## src/video_defines.svh

```systemverilog
`ifndef VIDEO_DEFINES_SVH
`define VIDEO_DEFINES_SVH

// raster geometry
`define LINE_PIXELS 64
`define VISIBLE_LINES 16
`define VBLANK_LINES 4
`define FRAME_LINES (`VISIBLE_LINES + `VBLANK_LINES)

// video line memory, 64 words of 64 bits
`define VRAM_AW 6
`define VRAM_DW 64

// font memory, symbol code in the high 8 bits, row in the low 3
`define FONT_AW 11
`define FONT_DW 8

// flash counter width, top bit is the flash level
`define FLASH_BITS 5

// pixel slots per fetch block
`define BLOCK_SHORT 16
`define BLOCK_LONG 32

`endif

```

## src/video_pkg.sv

```systemverilog
package video_pkg;

	// rendering modes as seen on the mode input
	typedef enum logic [2:0]
	{
		mode_zx      = 3'd0,
		mode_p_16c   = 3'd1,
		mode_p_hmclr = 3'd2,
		mode_a_hmclr = 3'd3,
		mode_a_16c   = 3'd4,
		mode_a_text  = 3'd5
	} video_mode_e;

	// raster sequencer states
	typedef enum logic [1:0]
	{
		st_idle   = 2'd0, // settling after reset
		st_active = 2'd1, // visible lines
		st_vblank = 2'd2  // blank lines at frame end
	} seq_state_e;

endpackage

```

## src/video_sync.sv

```systemverilog
`timescale 1ns/1ns
`include "video_defines.svh"

module video_sync
	import video_pkg::*;
(
	input  logic        clk,
	input  logic        arst_n,
	input  video_mode_e mode,
	input  logic        pixf_14,
	output logic        c0,
	output logic        c1,
	output logic        c2,
	output logic        c3,
	output logic        pix_stb,
	output logic        fetch_sync,
	output logic        line_start,
	output logic        int_start,
	output logic [2:0]  typos
);

	localparam int SLOT_W = $clog2(`LINE_PIXELS);
	localparam int LINE_W = $clog2(`FRAME_LINES);

	seq_state_e        state;
	logic [1:0]        phase;     // position in the c rotation
	logic [SLOT_W-1:0] slot;      // pixel slots done in this line
	logic [LINE_W-1:0] line;
	logic              running;
	logic              active;
	logic              ena_pix;   // pixel slot, also counted in vblank
	logic              slot_last;
	logic              blk_short;
	logic              blk_start;

	assign running = (state != st_idle);
	assign active  = (state == st_active);

	assign c0 = running & (phase == 2'd0);
	assign c1 = running & (phase == 2'd1);
	assign c2 = running & (phase == 2'd2);
	assign c3 = running & (phase == 2'd3);

	assign ena_pix   = c3 | (pixf_14 & c1);
	assign slot_last = (slot == SLOT_W'(`LINE_PIXELS - 1));

	assign blk_short = (mode == mode_zx) || (mode == mode_p_16c) || (mode == mode_a_16c);
	assign blk_start = blk_short ? (slot[3:0] == 4'd0) : (slot[4:0] == 5'd0);

	assign pix_stb    = ena_pix & active;
	assign fetch_sync = c0 & active & blk_start;
	assign line_start = c0 & active & (slot == '0);
	assign int_start  = line_start & (line == '0);
	assign typos      = line[2:0];

	always_ff @(posedge clk or negedge arst_n)
		if (!arst_n)
			phase <= 2'd0;
		else
			phase <= phase + 2'd1;

	always_ff @(posedge clk or negedge arst_n)
		if (!arst_n)
		begin
			slot <= '0;
			line <= '0;
		end
		else if (ena_pix)
		begin
			slot <= slot_last ? '0 : slot + 1'b1;
			if (slot_last)
				line <= (line == LINE_W'(`FRAME_LINES - 1)) ? '0 : line + 1'b1;
		end

	always_ff @(posedge clk or negedge arst_n)
		if (!arst_n)
			state <= st_idle;
		else
			case (state)
				st_idle:
					if (phase == 2'd3)
						state <= st_active; // one full rotation waited
				st_active:
					if (ena_pix && slot_last && line == LINE_W'(`VISIBLE_LINES - 1))
						state <= st_vblank;
				st_vblank:
					if (ena_pix && slot_last && line == LINE_W'(`FRAME_LINES - 1))
						state <= st_active;
				default:
					state <= st_idle;
			endcase

	a_c_onehot: assert property (@(posedge clk) disable iff (!arst_n)
		$onehot0({c3, c2, c1, c0}));

	a_fetch_c0: assert property (@(posedge clk) disable iff (!arst_n)
		fetch_sync |-> c0);

endmodule

```

## config.mk

```make
export PLATFORM = sky130hd
export DESIGN_NAME = video_sync
export DESIGN_NICKNAME = d
export VERILOG_FILES = /design/src/video_pkg.sv /design/src/video_sync.sv
export VERILOG_INCLUDE_DIRS = /design/src /design/src/src
export SDC_FILE = /design/constraint.sdc
export NUM_CORES = 1
export LEC_CHECK = 0
export ABC_AREA = 1
export BUFFER_PORTS_ARGS = -buffer_cell sky130_fd_sc_hd__buf_2
export CORE_AREA = 3 3 46 48
export DETAILED_ROUTE_END_ITERATION = 8
export DIE_AREA = 0 0 49 51
export GPL_ROUTABILITY_DRIVEN = 0
export MAX_ROUTING_LAYER = met4
export PLACE_DENSITY_LB_ADDON = 0.15
export SYNTH_ARGS = -nofsm -noshare
export SYNTH_HDL_FRONTEND = slang
export SYNTH_SLANG_ARGS = --single-unit
```

## constraint.sdc

```tcl
create_clock -name clk -period 2.1 [get_ports clk]
set_input_delay 0.21 -clock clk [delete_from_list [all_inputs] [get_ports clk]]
set_output_delay 0.21 -clock clk [all_outputs]
set_load 0.01 [all_outputs]
```

==> impl_summary.md <==
Outcome
The flow ran to the end, and the final reports show no timing, DRC or antenna violations.

Layout
The layout overhead on the synthesized area is 11.4%. Fill cells in the final layout number 159. The area taken by flip-flops and latches is 375 µm². Of the cells placed in the final design, the portion with a size suffix greater than 1 is 0.236. The library cell used most frequently in the layout, excluding fill and tap cells, is sky130_fd_sc_hd__inv_1. The final net count is 160. Leaving out fill and tap cells, the most frequent cells in the layout are sky130_fd_sc_hd__inv_1, sky130_fd_sc_hd__buf_2, sky130_fd_sc_hd__nand2_1, sky130_fd_sc_hd__dfrtp_1, sky130_fd_sc_hd__nor2_1. Summing all multi-input logic gate instances after layout gives 485 µm². The antenna diode count is 0.

Pwr
The final total power is 1.13 mW. The worst vdd rail ir drop is 0.525 mV. Dividing total power by cell area gives a power density of 1000 nW/µm². In this run the static leakage power is 0.631 nW.

Clock network
TritonCTS built the clock tree. The clock root buffer is sky130_fd_sc_hd__clkbuf_4. The TritonCTS buffer count is 3.

CTS saw 15 sinks. The later pin in the worst-skew pair is clocked with a latency of 300 ps. The number of H-tree branching levels is 1.

The CTS clock-pin slew for the worst setup and hold paths is 100 ps. Counting along the longest clock path gives a buffer depth of 2.

Synthesis
The leading area contributor after synthesis is sky130_fd_sc_hd__dfrtp_1. For this run, the number of Yosys warnings is 0. The synthesized instance count is 127. For this run, the register share of the synthesized area comes to 0.373. In the post-synthesis netlist, the biggest area contributors are sky130_fd_sc_hd__dfrtp_1, sky130_fd_sc_hd__ha_1, sky130_fd_sc_hd__inv_1. The synthesized cell area is 1010 µm².

The share of synthesized area in the top cell type comes to 0.373. The average instance in the mapped netlist occupies 7.93 µm². After synthesis the netlist holds a flip-flop and latch count of 15.

The synthesized netlist net count is 142. The number of different library cells in the post-synthesis netlist is 21.

Placement
The number of buffers inserted by port buffering is 16. Summed over all nets, the half-perimeter wirelength after detailed placement is 1.58 mm.

Global routing
The number of global-route vias before repair is 817. The first global-routing pass estimated 3.48 mm of wire. Across every metal layer, demand over resource in global routing totals 0.190. The number of antenna violations at the first check in global routing came to 0. For this run the aggregate overflow at the end of global routing stands at 0. Entering global routing, the biggest net connects 16 pins.

STA
The worst-case headroom to the max-slew limit is 0.767. The count of endpoints failing setup in the final report is 0. The final critical path time including I/O delays and setup is 1790 ps. The count of endpoints failing hold in the final timing report is 0. The post-route clock period utilization is 0.855.

The number of slew-limit violations in the final report was 0. On the final layout, the worst clock skew is 9.16 ps. The peak clock frequency supported by timing is 557 MHz. The setup TNS is 0 ps. Setup repair after global routing left no endpoint under its margin. The pin slew with the least headroom to its limit is 349 ps.

Floorplan
The number of top-level pins is 17. The floorplan die width is 49 µm. The placement row count is 15.

The overall die area is 2500 µm². The die boundary height is 51 µm. The core region is 1750 µm². The initial cell density of the core is 0.577.

Setup path
The worst setup path is captured at a primary output. The maximum cell stage delay along the critical path is 410 ps. The arrival time of data at the critical path endpoint is 1580 ps.

The kind of critical path is flop to primary output. Together, buffers and inverters on the worst path number 3. The cell with the largest stage delay on the worst path is sky130_fd_sc_hd__dfrtp_1. Walking the worst path, the cells encountered are inv_1 > ha_1 > nand3_2 > nand2_2 > inv_4 > nor2_1 > buf_2. The worst setup path is launched from a flop. The biggest fanout along the worst timing path is 11.

The cell family contributing the most delay on the critical path is flip-flops. Setup slack on the worst reg-to-reg path comes out at 620 ps. The required time at the worst-slack endpoint is 1890 ps.

Detailed routing
The routed wire length is 1.98 mm. Using the TritonRoute via totals, the vias-per-cell ratio works out to 5.00. Once detail routing completed, the nets flagged for antenna violations numbered 0. The routed design uses 1.02 mm of met2 wire. The top routing layer in use is met4. The first routing iteration left 43 violations.

The detailed-route wire length on metal 1 is 856 µm. The wire length per cell after detailed routing is 11.7 µm. Before antenna repair, the detailed router went through 4 iterations. Across all layers, the routed design uses 845 vias.

The detailed-route DRC error count is 0. In the detailed route, the total length drawn on met3 is 60 µm.

Flow run
Across the run, the number of max-cap violations was 0.

Hold path
The worst hold path belongs to the class input pin to asynchronous set/reset pin.
## logic make-up (layout without fill, tap and decap cells)
group	count (synthesis)	after routing	synth area share
simple gates	53	53	0.270
buf+inv	32	49	0.145
compound gates	15	15	0.0745
flops	15	15	0.373
fa+ha+maj	9	9	0.112
xor+xnor	3	3	0.0261
## layer usage
metal,track usage,up-vias
met1,0.200,397
li1,-,428
met2,0.342,16
met4,0.0900,0
met5,-,-
met3,0.0379,4
## state kept, by name (all words and copies together), names as in the netlist
register  flops
slot          6
line          5
phase         2
state         2
## per-stage QoR
step	utilization	hold slack, ps	worst slack [ps]	instances	instance area [µm²]
after global placement	0.622	135	667	164	1080
final	0.643	345	305	169	1120
after CTS	0.643	346	290	169	1120
after floorplan	-	-85.6	797	127	1010
after detailed placement	0.622	140	639	164	1080
after global routing	0.643	372	172	169	1120
## what timing repair did
action,in CTS,in global routing
setup buffers,0,0
hold endpoints to repair,15,0
hold buffers,1,0
resized for setup,0,0
## cell usage after synthesis
library cell / instances
sky130_fd_sc_hd__nand3_1: 11
sky130_fd_sc_hd__nor2_1: 13
sky130_fd_sc_hd__nand3_2: 3
sky130_fd_sc_hd__buf_6: 1
sky130_fd_sc_hd__clkinv_4: 1
sky130_fd_sc_hd__o21ai_1: 2
sky130_fd_sc_hd__ha_1: 9
sky130_fd_sc_hd__xor2_1: 3
sky130_fd_sc_hd__inv_1: 24
sky130_fd_sc_hd__nand2_1: 15
sky130_fd_sc_hd__nor3_1: 2
sky130_fd_sc_hd__dfrtp_1: 15
sky130_fd_sc_hd__o21ai_0: 8
sky130_fd_sc_hd__a21oi_1: 5
sky130_fd_sc_hd__inv_2: 2
sky130_fd_sc_hd__nand2_2: 4
sky130_fd_sc_hd__nor2_4: 2
sky130_fd_sc_hd__nand2_4: 1
sky130_fd_sc_hd__nand4_1: 2
sky130_fd_sc_hd__buf_4: 3
sky130_fd_sc_hd__inv_4: 1
## power by group
group	total (mW)	switching (mW)	internal [mW]
Clock	0.171	0.100	0.0710
Sequential	0.494	0.103	0.390
Combinational	0.462	0.284	0.178
## worst reg2reg max path: stages, from the launching register on
cell                       delay, ps
sky130_fd_sc_hd__dfrtp_1         410
sky130_fd_sc_hd__inv_1            90
sky130_fd_sc_hd__ha_1            190
sky130_fd_sc_hd__nand3_2          80
sky130_fd_sc_hd__nand2_2         210
sky130_fd_sc_hd__nand2_2         150
sky130_fd_sc_hd__clkinv_4        110
sky130_fd_sc_hd__nand2_2          40
sky130_fd_sc_hd__a21oi_1         110
## path summary, 6_finish.rpt
check,start,endpoint,cells past startpoint
min in group clk,pixf_14,slot[1]$_DFFE_PN0N_,4
max in group asynchronous,arst_n,line[1]$_DFFE_PN0N_,2
worst max-delay path,phase[1]$_DFF_PN0_,pix_stb,7
worst max register to register,phase[1]$_DFF_PN0_,line[2]$_DFFE_PN0N_,8
worst min register to register,phase[0]$_DFF_PN0_,phase[0]$_DFF_PN0_,1
worst min-delay path,arst_n,slot[3]$_DFFE_PN0N_,2
## area by class of cell
type,count,share of cell area
multi-input combinational,80,0.433
sequential,15,0.334
inverter,28,0.100
timing repair buffer,17,0.0803
tap,25,0.0279
clock buffer,3,0.0201
clock inverter,1,0.00446
No activity file was read; power rests on OpenSTA's default activity.
